===== src/logic/zx_spi_pkg.sv =====
// ~~~~~~~~~~~~~~~~~~~~
// register map of the mcu SPI port
// numbers outside the map decode to REG_NONE
// ~~~~~~~~~~~~~~~~~~~~
package zx_spi_pkg;

	// keyboard matrix geometry
	localparam int KBD_ROWS = 8;
	localparam int KBD_COLS = 5;

	// tape input inside config byte
	localparam int TAPE_BIT = 2;
	// rom page field lsb in reset byte
	localparam int RST_ROM_LSB = 4;

	// read-back for registers without data
	localparam logic [7:0] READ_IDLE = 8'hFF;

	typedef enum logic [3:0] {
		REG_NONE,
		REG_KBD_DATA,
		REG_KBD_COMMIT,
		REG_MUS_X,
		REG_MUS_Y,
		REG_MUS_BTN,
		REG_KJOY,
		REG_RESET,
		REG_WAIT,
		REG_GLUK_ADDR,
		REG_COM_ADDR,
		REG_CONFIG
	} reg_id_e;

	// high nibble picks the group, low bits pick the member
	function automatic reg_id_e decode_reg(input logic [7:0] num);
		reg_id_e id;
		id = REG_NONE;
		case (num[7:4])
			4'h1: id = num[0] ? REG_KBD_COMMIT : REG_KBD_DATA;
			4'h2:
			begin
				case (num[1:0])
					2'd0: id = REG_MUS_X;
					2'd1: id = REG_MUS_Y;
					2'd2: id = REG_MUS_BTN;
					default: id = REG_KJOY;
				endcase
			end
			4'h3: id = REG_RESET;
			4'h4:
			begin
				case (num[1:0])
					2'd0: id = REG_WAIT;
					2'd1: id = REG_GLUK_ADDR;
					2'd2: id = REG_COM_ADDR;
					// 0x43 has no register
					default: id = REG_NONE;
				endcase
			end
			4'h5: id = REG_CONFIG;
			default: id = REG_NONE;
		endcase
		return id;
	endfunction

endpackage


===== src/logic/spi_reg_link_if.sv =====
// ~~~~~~~~~~~~~~~~~~~~
// strobe link from SPI port to register targets
// strobes are one fclk wide, no back-pressure
// ~~~~~~~~~~~~~~~~~~~~
`timescale 1ns/1ps

interface spi_reg_link_if
	import zx_spi_pkg::*;
();
	// decoded register, stable over a data phase
	reg_id_e reg_sel;
	// last complete data byte
	logic [7:0] wdata;
	// eighth bit of a byte taken
	logic byte_stb;
	// chip select fell, data phase begins
	logic start_stb;
	// chip select rose, data phase ends
	logic end_stb;
	// read data, sampled by the port at start_stb
	logic [7:0] rd_data;

	modport port (
		output reg_sel, wdata, byte_stb, start_stb, end_stb,
		input  rd_data
	);

	modport target (
		input  reg_sel, wdata, byte_stb, start_stb, end_stb,
		output rd_data
	);
endinterface


===== src/logic/avr_spi_port.sv =====
// ~~~~~~~~~~~~~~~~~~~~
// SPI slave for the board mcu, LSB first
// SCK half-period must be well above 3 fclk
// ~~~~~~~~~~~~~~~~~~~~
`timescale 1ns/1ps

module avr_spi_port
	import zx_spi_pkg::*;
(
	input  logic        fclk,
	input  logic        reset,
	input  logic        spics_n,
	input  logic        spick,
	// mosi
	input  logic        spido,
	// miso
	output logic        spidi,
	input  logic [7:0]  status_in,
	spi_reg_link_if.port link
);

	// two sync stages, third stage only for edge detect
	logic [2:0] cs_sync;
	logic [2:0] sck_sync;
	logic [1:0] mosi_sync;

	logic scs_n;
	logic sdo;
	logic cs_rise;
	logic cs_fall;
	logic sck_rise;

	logic [7:0] reg_num;
	logic [7:0] data_sr;
	logic [7:0] shift_out;
	logic [2:0] bit_cnt;
	logic [7:0] wdata_q;
	logic       byte_stb_q;

	always_ff @(posedge fclk)
	begin
		if (reset)
		begin
			// idle levels, so no false edge after reset
			cs_sync   <= 3'b111;
			sck_sync  <= 3'b000;
			mosi_sync <= 2'b00;
		end
		else
		begin
			cs_sync   <= {cs_sync[1:0], spics_n};
			sck_sync  <= {sck_sync[1:0], spick};
			mosi_sync <= {mosi_sync[0], spido};
		end
	end

	assign scs_n    = cs_sync[1];
	assign sdo      = mosi_sync[1];
	assign cs_rise  = ~cs_sync[2] & cs_sync[1];
	assign cs_fall  = cs_sync[2] & ~cs_sync[1];
	assign sck_rise = ~sck_sync[2] & sck_sync[1];

	// register number shifts only while cs high
	// cleared one cycle after cs rise, so end_stb still sees it
	always_ff @(posedge fclk)
	begin
		if (reset || cs_rise)
			reg_num <= 8'd0;
		else if (scs_n && sck_rise)
			reg_num <= {sdo, reg_num[7:1]};
	end

	// data phase bit counter and byte strobe
	always_ff @(posedge fclk)
	begin
		if (reset || cs_fall)
		begin
			bit_cnt    <= 3'd0;
			byte_stb_q <= 1'b0;
		end
		else
		begin
			byte_stb_q <= !scs_n && sck_rise && (bit_cnt == 3'd7);
			if (!scs_n && sck_rise)
				bit_cnt <= bit_cnt + 3'd1;
		end
	end

	// incoming byte, wdata updates with byte_stb
	always_ff @(posedge fclk)
	begin
		if (!scs_n && sck_rise)
		begin
			data_sr <= {sdo, data_sr[7:1]};
			if (bit_cnt == 3'd7)
				wdata_q <= {sdo, data_sr[7:1]};
		end
	end

	// outgoing shifter
	// status on cs rise, target read data on cs fall
	always_ff @(posedge fclk)
	begin
		if (reset)
			shift_out <= READ_IDLE;
		else if (cs_rise || cs_fall)
			shift_out <= scs_n ? status_in : link.rd_data;
		else if (sck_rise)
			shift_out <= {1'b0, shift_out[7:1]};
	end

	assign spidi = shift_out[0];

	// single decode point for all targets
	assign link.reg_sel   = decode_reg(reg_num);
	assign link.wdata     = wdata_q;
	assign link.byte_stb  = byte_stb_q;
	assign link.start_stb = cs_fall;
	assign link.end_stb   = cs_rise;

endmodule


===== src/logic/zx_kbd_matrix.sv =====
// ~~~~~~~~~~~~~~~~~~~~
// 8x5 keyboard matrix, active low
// commit transfer must come before the row bytes
// ~~~~~~~~~~~~~~~~~~~~
`timescale 1ns/1ps

module zx_kbd_matrix
	import zx_spi_pkg::*;
(
	input  logic                fclk,
	input  logic                reset,
	// only the port-side signals are read here
	spi_reg_link_if.target      link,
	input  logic [7:0]          zx_addr_hi,
	output logic [KBD_COLS-1:0] kbd_cols
);

	// rows filled by the mcu
	logic [KBD_ROWS-1:0][KBD_COLS-1:0] shadow_rows;
	// rows seen by the z80
	logic [KBD_ROWS-1:0][KBD_COLS-1:0] live_rows;
	logic [$clog2(KBD_ROWS)-1:0]       row_cnt;

	logic row_wr;
	logic row_rst;
	logic do_commit;

	assign row_wr    = link.byte_stb && (link.reg_sel == REG_KBD_DATA);
	// counter rewinds when the commit phase opens
	assign row_rst   = link.start_stb && (link.reg_sel == REG_KBD_COMMIT);
	assign do_commit = link.end_stb && (link.reg_sel == REG_KBD_COMMIT);

	always_ff @(posedge fclk)
	begin
		if (reset)
		begin
			// all keys released
			shadow_rows <= '1;
			live_rows   <= '1;
			row_cnt     <= '0;
		end
		else
		begin
			if (row_rst)
				row_cnt <= '0;
			else if (row_wr)
			begin
				shadow_rows[row_cnt] <= link.wdata[KBD_COLS-1:0];
				row_cnt <= row_cnt + 1'b1;
			end
			if (do_commit)
				live_rows <= shadow_rows;
		end
	end

	// low address bit selects a row, selected rows AND together
	always_comb
	begin
		kbd_cols = '1;
		for (int r = 0; r < KBD_ROWS; r++)
		begin
			if (!zx_addr_hi[r])
				kbd_cols = kbd_cols & live_rows[r];
		end
	end

endmodule


===== src/logic/zx_ctrl_regs.sv =====
// ~~~~~~~~~~~~~~~~~~~~
// control registers, latched at end of data phase
// output strobes are one fclk, combinational
// ~~~~~~~~~~~~~~~~~~~~
`timescale 1ns/1ps

module zx_ctrl_regs
	import zx_spi_pkg::*;
(
	input  logic           fclk,
	input  logic           reset,
	spi_reg_link_if.target link,
	input  logic [7:0]     wait_write,
	input  logic [7:0]     gluclock_addr,
	input  logic [2:0]     comport_addr,
	output logic [7:0]     mus_x,
	output logic [7:0]     mus_y,
	output logic [7:0]     mus_btn,
	output logic [7:0]     kjoy,
	output logic           mus_xstb,
	output logic           mus_ystb,
	output logic           mus_btnstb,
	output logic           kj_stb,
	output logic           genrst,
	output logic [1:0]     rstrom,
	output logic [7:0]     wait_read,
	output logic           wait_end,
	output logic [7:0]     config0,
	output logic           cfg_stb,
	output logic           tape_in_bit
);

	always_ff @(posedge fclk)
	begin
		if (reset)
		begin
			mus_x     <= 8'd0;
			mus_y     <= 8'd0;
			mus_btn   <= 8'd0;
			kjoy      <= 8'd0;
			rstrom    <= 2'd0;
			wait_read <= 8'd0;
			config0   <= 8'd0;
		end
		else if (link.end_stb)
		begin
			case (link.reg_sel)
				REG_MUS_X:   mus_x     <= link.wdata;
				REG_MUS_Y:   mus_y     <= link.wdata;
				REG_MUS_BTN: mus_btn   <= link.wdata;
				REG_KJOY:    kjoy      <= link.wdata;
				// only the rom page is kept
				REG_RESET:   rstrom    <= link.wdata[RST_ROM_LSB +: 2];
				REG_WAIT:    wait_read <= link.wdata;
				REG_CONFIG:  config0   <= link.wdata;
				default:     ;
			endcase
		end
	end

	// strobes follow the commit edge
	assign mus_xstb   = link.end_stb && (link.reg_sel == REG_MUS_X);
	assign mus_ystb   = link.end_stb && (link.reg_sel == REG_MUS_Y);
	assign mus_btnstb = link.end_stb && (link.reg_sel == REG_MUS_BTN);
	assign kj_stb     = link.end_stb && (link.reg_sel == REG_KJOY);
	// z80 reset pulse
	assign genrst     = link.end_stb && (link.reg_sel == REG_RESET);
	assign wait_end   = link.end_stb && (link.reg_sel == REG_WAIT);
	assign cfg_stb    = link.end_stb && (link.reg_sel == REG_CONFIG);

	assign tape_in_bit = config0[TAPE_BIT];

	// read-back mux
	always_comb
	begin
		case (link.reg_sel)
			REG_WAIT:      link.rd_data = wait_write;
			REG_GLUK_ADDR: link.rd_data = gluclock_addr;
			// serial port address zero-extended
			REG_COM_ADDR:  link.rd_data = {5'd0, comport_addr};
			default:       link.rd_data = READ_IDLE;
		endcase
	end

endmodule


===== src/logic/zx_spi_top.sv =====
// ~~~~~~~~~~~~~~~~~~~~
// mcu register port of the spectrum core
// ~~~~~~~~~~~~~~~~~~~~
`timescale 1ns/1ps

module zx_spi_top
	import zx_spi_pkg::*;
(
	input  logic                fclk,
	input  logic                reset,
	// mcu SPI pins
	input  logic                spics_n,
	input  logic                spick,
	input  logic                spido,
	output logic                spidi,
	input  logic [7:0]          status_in,
	// z80 keyboard side
	input  logic [7:0]          zx_addr_hi,
	output logic [KBD_COLS-1:0] kbd_cols,
	// core side
	input  logic [7:0]          wait_write,
	input  logic [7:0]          gluclock_addr,
	input  logic [2:0]          comport_addr,
	output logic [7:0]          mus_x,
	output logic [7:0]          mus_y,
	output logic [7:0]          mus_btn,
	output logic [7:0]          kjoy,
	output logic                mus_xstb,
	output logic                mus_ystb,
	output logic                mus_btnstb,
	output logic                kj_stb,
	output logic                genrst,
	output logic [1:0]          rstrom,
	output logic [7:0]          wait_read,
	output logic                wait_end,
	output logic [7:0]          config0,
	output logic                cfg_stb,
	output logic                tape_in_bit
);

	spi_reg_link_if link ();

	avr_spi_port u_port (
		.fclk      (fclk),
		.reset     (reset),
		.spics_n   (spics_n),
		.spick     (spick),
		.spido     (spido),
		.spidi     (spidi),
		.status_in (status_in),
		.link      (link.port)
	);

	// keyboard only listens on the link
	zx_kbd_matrix u_kbd (
		.fclk       (fclk),
		.reset      (reset),
		.link       (link.target),
		.zx_addr_hi (zx_addr_hi),
		.kbd_cols   (kbd_cols)
	);

	zx_ctrl_regs u_regs (
		.fclk          (fclk),
		.reset         (reset),
		.link          (link.target),
		.wait_write    (wait_write),
		.gluclock_addr (gluclock_addr),
		.comport_addr  (comport_addr),
		.mus_x         (mus_x),
		.mus_y         (mus_y),
		.mus_btn       (mus_btn),
		.kjoy          (kjoy),
		.mus_xstb      (mus_xstb),
		.mus_ystb      (mus_ystb),
		.mus_btnstb    (mus_btnstb),
		.kj_stb        (kj_stb),
		.genrst        (genrst),
		.rstrom        (rstrom),
		.wait_read     (wait_read),
		.wait_end      (wait_end),
		.config0       (config0),
		.cfg_stb       (cfg_stb),
		.tape_in_bit   (tape_in_bit)
	);

endmodule


===== config.mk =====
export PLATFORM = sky130hd
export DESIGN_NAME = zx_spi_top
export DESIGN_NICKNAME = d
export VERILOG_FILES = /design/src/logic/zx_spi_pkg.sv /design/src/logic/spi_reg_link_if.sv /design/src/logic/avr_spi_port.sv /design/src/logic/zx_kbd_matrix.sv /design/src/logic/zx_ctrl_regs.sv /design/src/logic/zx_spi_top.sv
export SDC_FILE = /design/constraint.sdc
export NUM_CORES = 1
export LEC_CHECK = 0
export ABC_AREA = 1
export BUFFER_PORTS_ARGS = -buffer_cell sky130_fd_sc_hd__buf_2
export CELL_PAD_IN_SITES_DETAIL_PLACEMENT = 1
export CELL_PAD_IN_SITES_GLOBAL_PLACEMENT = 1
export CORE_MARGIN = 4
export CORE_UTILIZATION = 41
export DETAILED_ROUTE_END_ITERATION = 16
export MAX_ROUTING_LAYER = met4
export PLACE_DENSITY = 0.89
export SLEW_MARGIN = 20
export SYNTH_ARGS = -nofsm -noshare
export SYNTH_HDL_FRONTEND = slang
export SYNTH_SLANG_ARGS = --single-unit
export TNS_END_PERCENT = 10

===== constraint.sdc =====
create_clock -name fclk -period 3.19 [get_ports fclk]
set_input_delay 0.638 -clock fclk [delete_from_list [all_inputs] [get_ports fclk]]
set_output_delay 0.638 -clock fclk [all_outputs]
set_load 0.1 [all_outputs]

### Yosys cells after proc, flatten, opt, wreduce, memory -nomap -nowiden

Cells that the tools add are included.

| storage, ports and cells | value |
|---|---|
| bits in registers | 177 |
| input port bits | 40 |
| word-level logic and storage cells | 119 |
| output and inout port bits | 64 |

| cells by class | value |
|---|---|
| muxes and demuxes | 19 |
| equal/unequal tests | 19 |
| add/subtract/negate cells | 2 |
| bitwise gates (word level) | 14 |
| $lt $le $gt $ge | 2 |
| reduce and logical (&&, ||, !) cells | 30 |

Operator list:

| cell | number |
|---|---|
| $mux W5 | 9 |
| $bwmux W40 | 1 |
| $and A5 B5 Y5 | 7 |
| $eq A4 B3 Y1 const B | 6 |
| $mux W8 | 3 |
| $pmux W8 S3 | 1 |
| $pmux W4 S5 | 1 |
| $reduce_and A2 Y1 | 9 |
| $eq A4 B2 Y1 const B | 4 |
| $eq A4 B4 Y1 const B | 4 |
| $demux W5 S3 | 1 |
| $logic_and A1 B1 Y1 | 14 |
| $pmux W4 S3 | 1 |
| $pmux W3 S3 | 1 |
| $eq A4 B1 Y1 const B | 2 |
| $add A3 B1 Y3 const B | 2 |
| $lt A3 B4 Y1 const B | 1 |
| $not A1 Y1 | 4 |
| $and A1 B1 Y1 | 3 |
| $eq A3 B3 Y1 const B | 1 |
| $ge A3 B1 Y1 const B | 1 |
| $logic_or A1 B1 Y1 | 3 |
| $eq A2 B1 Y1 const B | 1 |
| $eq A2 B2 Y1 const B | 1 |
| other kinds (5) | 5 |

### Depth between registers and ports, before layout

| depth | value |
|---|---|
| word-level depth | 15 |
| depth in mapped cells | 14 |
| mapped depth without buffers | 13 |

### Worst setup path after synthesis

No wires, ideal clock.

| timing path | value |
|---|---|
| path kind | input to output |
| start | input zx_addr_hi[7] |
| end | output kbd_cols[3] |
| stages on the path | 3 |
| path buffers | 0 |
| slack | -1.184 ns |
| data required time | 2.552 ns |
| arrival | 3.736 ns |
| cell sequence | or2_2 -> o21ai_0 -> nor4_1 |

| on the way | value |
|---|---|
| cells in the longest elaborated chain, start to end | 1 |

RTL lines:

| what | line | RTL |
|---|---|---|
| start, declared | zx_spi_top.sv:18 | `input logic [7:0] zx_addr_hi,` |
| $mux W5 | zx_kbd_matrix.sv:62 | `if (!zx_addr_hi[r])` |
| end, declared | zx_spi_top.sv:19 | `output logic [KBD_COLS-1:0] kbd_cols,` |

No other way between the ends.

### Final worst setup path

| timing path | value |
|---|---|
| start | register u_port.reg_num[1] |
| end | output mus_btnstb |

| on the way | value |
|---|---|
| cells in the longest elaborated chain, start to end | 5 |
| elaborated cells between the ends (all ways) | 8 |
| classes of those cells | eq/ne (3); mux (3); reduce/logical (2) |

RTL lines:

| what | line | RTL |
|---|---|---|
| start, declared | avr_spi_port.sv:33 | `logic [7:0] reg_num;` |
| start signal, assigned | avr_spi_port.sv:70 | `reg_num <= {sdo, reg_num[7:1]};` |
| $eq A2 B2 Y1 (tied with other cells) | zx_spi_pkg.sv:42, zx_spi_pkg.sv:52 |  |
| $pmux W4 S3 or $pmux W3 S3 (tied branches) | zx_spi_pkg.sv:52, zx_spi_pkg.sv:42 |  |
| $pmux W4 S5 * | zx_spi_pkg.sv:38 | `case (num[7:4])` |
| $eq A4 B3 Y1 * | zx_ctrl_regs.sv:64 | `assign mus_btnstb = link.end_stb && (link.reg_sel == REG_MUS_BTN);` |
| $logic_and A1 B1 Y1 * | zx_ctrl_regs.sv:64 |  |
| end, declared | zx_spi_top.sv:30 | `output logic mus_btnstb,` |

Every way passes the cells marked *; elsewhere a longest branch is shown, timed or not.

==> flow_summary.ini <==
[route]
drc = 0
firstDrtPassIters = 4
wirelength_mm = 21.2
dr.first_iter.drc_count = 504
vias = 6473
drtAntennaViolNets = 0
drt-vias-per-instance = 5.25
routedWlPerCell_um = 17.1

[synthesis]
syn_area_um2 = 7000
syn_nets = 956
synth-main-ff-cell = dfxtp_1
synth.ff_latch_count = 176
synthArstFlopShare_pct = 0
synth_area_leaders = dfxtp_1, nand2_1, nand3_1
yosys_warnings = 0
avgSynthCellArea_um2 = 7.73
synth_seq_area_share_pct = 52.5
synth-edff-count = 15
synth_top_area_share_pct = 46.0
yosysUniqueCellTypes = 31
synthesis.instances = 906
synth_top_area_cell = dfxtp_1

[worst_setup_path]
required_ns = 2.55
critical_path.max_fanout = 9
start_kind = flop
crit_type = reg2out
worstSetupEndpointType = primary output
critPathArrivalTime_ns = 2.39

[min_path]
hp-class = in2reg

[timing]
fin_crit_ns = 3.03
finalHoldViolations = 0
clock.fmax_ghz = 0.330
slew_viol_final = 0
setup_violations = 0
fin_ws_ns = 0.160
relSlewSlack_pct = 42.4
skew_ns = 0.00868
worst_pin_slew_ns = 0.864
period_share_pct = 95.0

[cells_and_area]
area_delta_synth_final_pct = 20.8
final_cell_mix = nand2_1, dfxtp_1, nand3_1, buf_2, nor2_1
stdcell_count = 1234
fin_area_um2 = 8460
diodes = 0
layout.nets = 1051
drive_gt1_share_pct = 17.9
layout_commonest_cell = nand2_1

[global_route]
grt_first_pass_wirelength_mm = 34.2
overflow = 0
grt_util_all_layers_pct = 22.5
grt_max_degree = 64
grt_pass1_vias = 6596
antenna_found_initial = 0

[floorplanning]
start_util_pct = 42.1
core_area_um2 = 16600
rows = 47
dieWidth_um = 139
io_pins = 104
die_h_um = 139
die_area_um2 = 19200

[job]
max-cap-violations = 0

[outcome]
status = finished clean

[power]
power.density_nw_per_um2 = 557
leakage_nw = 3.92
ir_drop_mv = 0.362

[clocking]
cts_tree = built
path_clk_slew_ns = 0.06
ctsHtreeMaxLevel = 4
clkSinkCount = 176
cts_buffers = 17
clk_latency_ns = 0.44
cts-root-buf = clkbuf_16
cts_buffer_depth = 2

[placement]
gp_congestion = 0.897
port_buffers = 103
pre_cts_ws_ns = 0.352
dpl.cell_count = 1201
hpwl_mm = 14.0
post_dp_cell_area_um2 = 7750
==> flip-flops by register name, summed over array words and instances (netlist names) <==
name                  flops
u_regs.config0            8
u_port.link.byte_stb      1
u_port.sck_sync           3
u_port.bit_cnt            3
u_regs.mus_y              8
u_kbd.live_rows          40
u_kbd.shadow_rows        40
u_port.cs_sync            3
u_port.link.wdata         8
u_regs.kjoy               8
u_port.reg_num            8
u_regs.rstrom             2
u_port.shift_out          8
u_regs.mus_x              8
u_port.mosi_sync          2
u_regs.wait_read          8
u_regs.mus_btn            8
u_kbd.row_cnt             3
u_port.data_sr            7
==> layer usage <==
metal  routed length, um  vias to the layer above  track usage (%)
li1                    -                     3170                -
met1                9230                     3142             27.0
met2               10600                      126             38.0
met3                 854                       35             4.86
met4                 432                        0             7.26
met5                   0                        -                -
==> repair_timing <==
item                                   in CTS  in global routing
gates resized for setup                     6                 18
endpoints found under the hold margin       0                  0
hold buffers                                0                  0
pin swaps                                   0                  1
setup endpoints to repair                   6                  7
buffers inserted                            0                  1
==> critical path: stages (launching register included) <==
cell	delay, ns
dfxtp_1	0.42
inv_1	0.11
ha_1	0.29
inv_1	0.05
o211ai_1	0.19
nand3_2	0.15
nor2_4	0.18
nand2_2	0.15
inv_2	0.17
buf_6	0.24
==> through the flow <==
step	power, W	utilization, %	TNS, ns	hold slack (ns)
2_1_floorplan	0.00244	-	-2.20	0.388
3_3_place_gp	0.00251	46.6	0	0.389
3_5_place_dp	0.00252	46.6	0	0.398
4_1_cts	0.00474	50.4	0	0.382
5_1_grt	0.00488	50.8	-0.0334	0.381
6_report	0.00471	50.8	0	0.396
==> final cells by class <==
class,instances,area [um2]
Clock buffer,23,468
Timing Repair Buffer,112,664
Clock inverter,9,156
Tap cell,220,275
Fill cell,2074,8190
Sequential cell,176,3670
Multi-Input combinational cell,643,3010
Inverter,51,206
==> Yosys cell counts (3+ instances only) <==
cell type and n:
buf_4 4, ha_1 10, nor2_2 6, inv_1 36, a21oi_1 41, o21ai_0 25, or2_2 4, nand2_1 269
dfxtp_1 161, a311oi_1 3, inv_2 11, nand3_1 140, clkbuf_1 22, nor2_1 93, nor3_1 4, nor4_1 5
edfxtp_1 15, nor2_4 3, a211oi_1 6, o22ai_1 18, nand2_2 6, buf_2 8, a31oi_1 4
==> cell families (layout without fill, tap and decap cells) <==
logic type / count (synthesis) / count (layout) / share of synthesized area, %
AOI/OAI and AO/OA: 100 / 100 / 8.03
xor gates and xnor gates: 1 / 1 / 0.125
and+or+nand+nor: 532 / 532 / 32.5
adders and majority gates: 10 / 10 / 1.79
buffers and inverters: 87 / 195 / 5.06
DFF: 176 / 176 / 52.5
==> final timing paths <==
path	start	endpoint	slack [ns]	cells past startpoint
setup / recovery	u_port.reg_num[1]	mus_btnstb	0.16	9
setup reg to reg	u_port.reg_num[0]	u_kbd.live_rows[4]	0.74	13
hold reg to reg	u_port.cs_sync[0]	u_port.cs_sync[1]	0.42	1
hold / removal	spics_n	u_port.cs_sync[0]	0.40	2
==> report_power, final <==
part / total [W] / internal, W / switching [W] / leakage (nW)
sequential: 0.00226 / 0.00224 / 0.0000140 / 1.44
clock: 0.00223 / 0.00136 / 0.000879 / 0.305
combinational: 0.000219 / 0.0000669 / 0.000152 / 2.17
(Power assumes the default switching activity.)
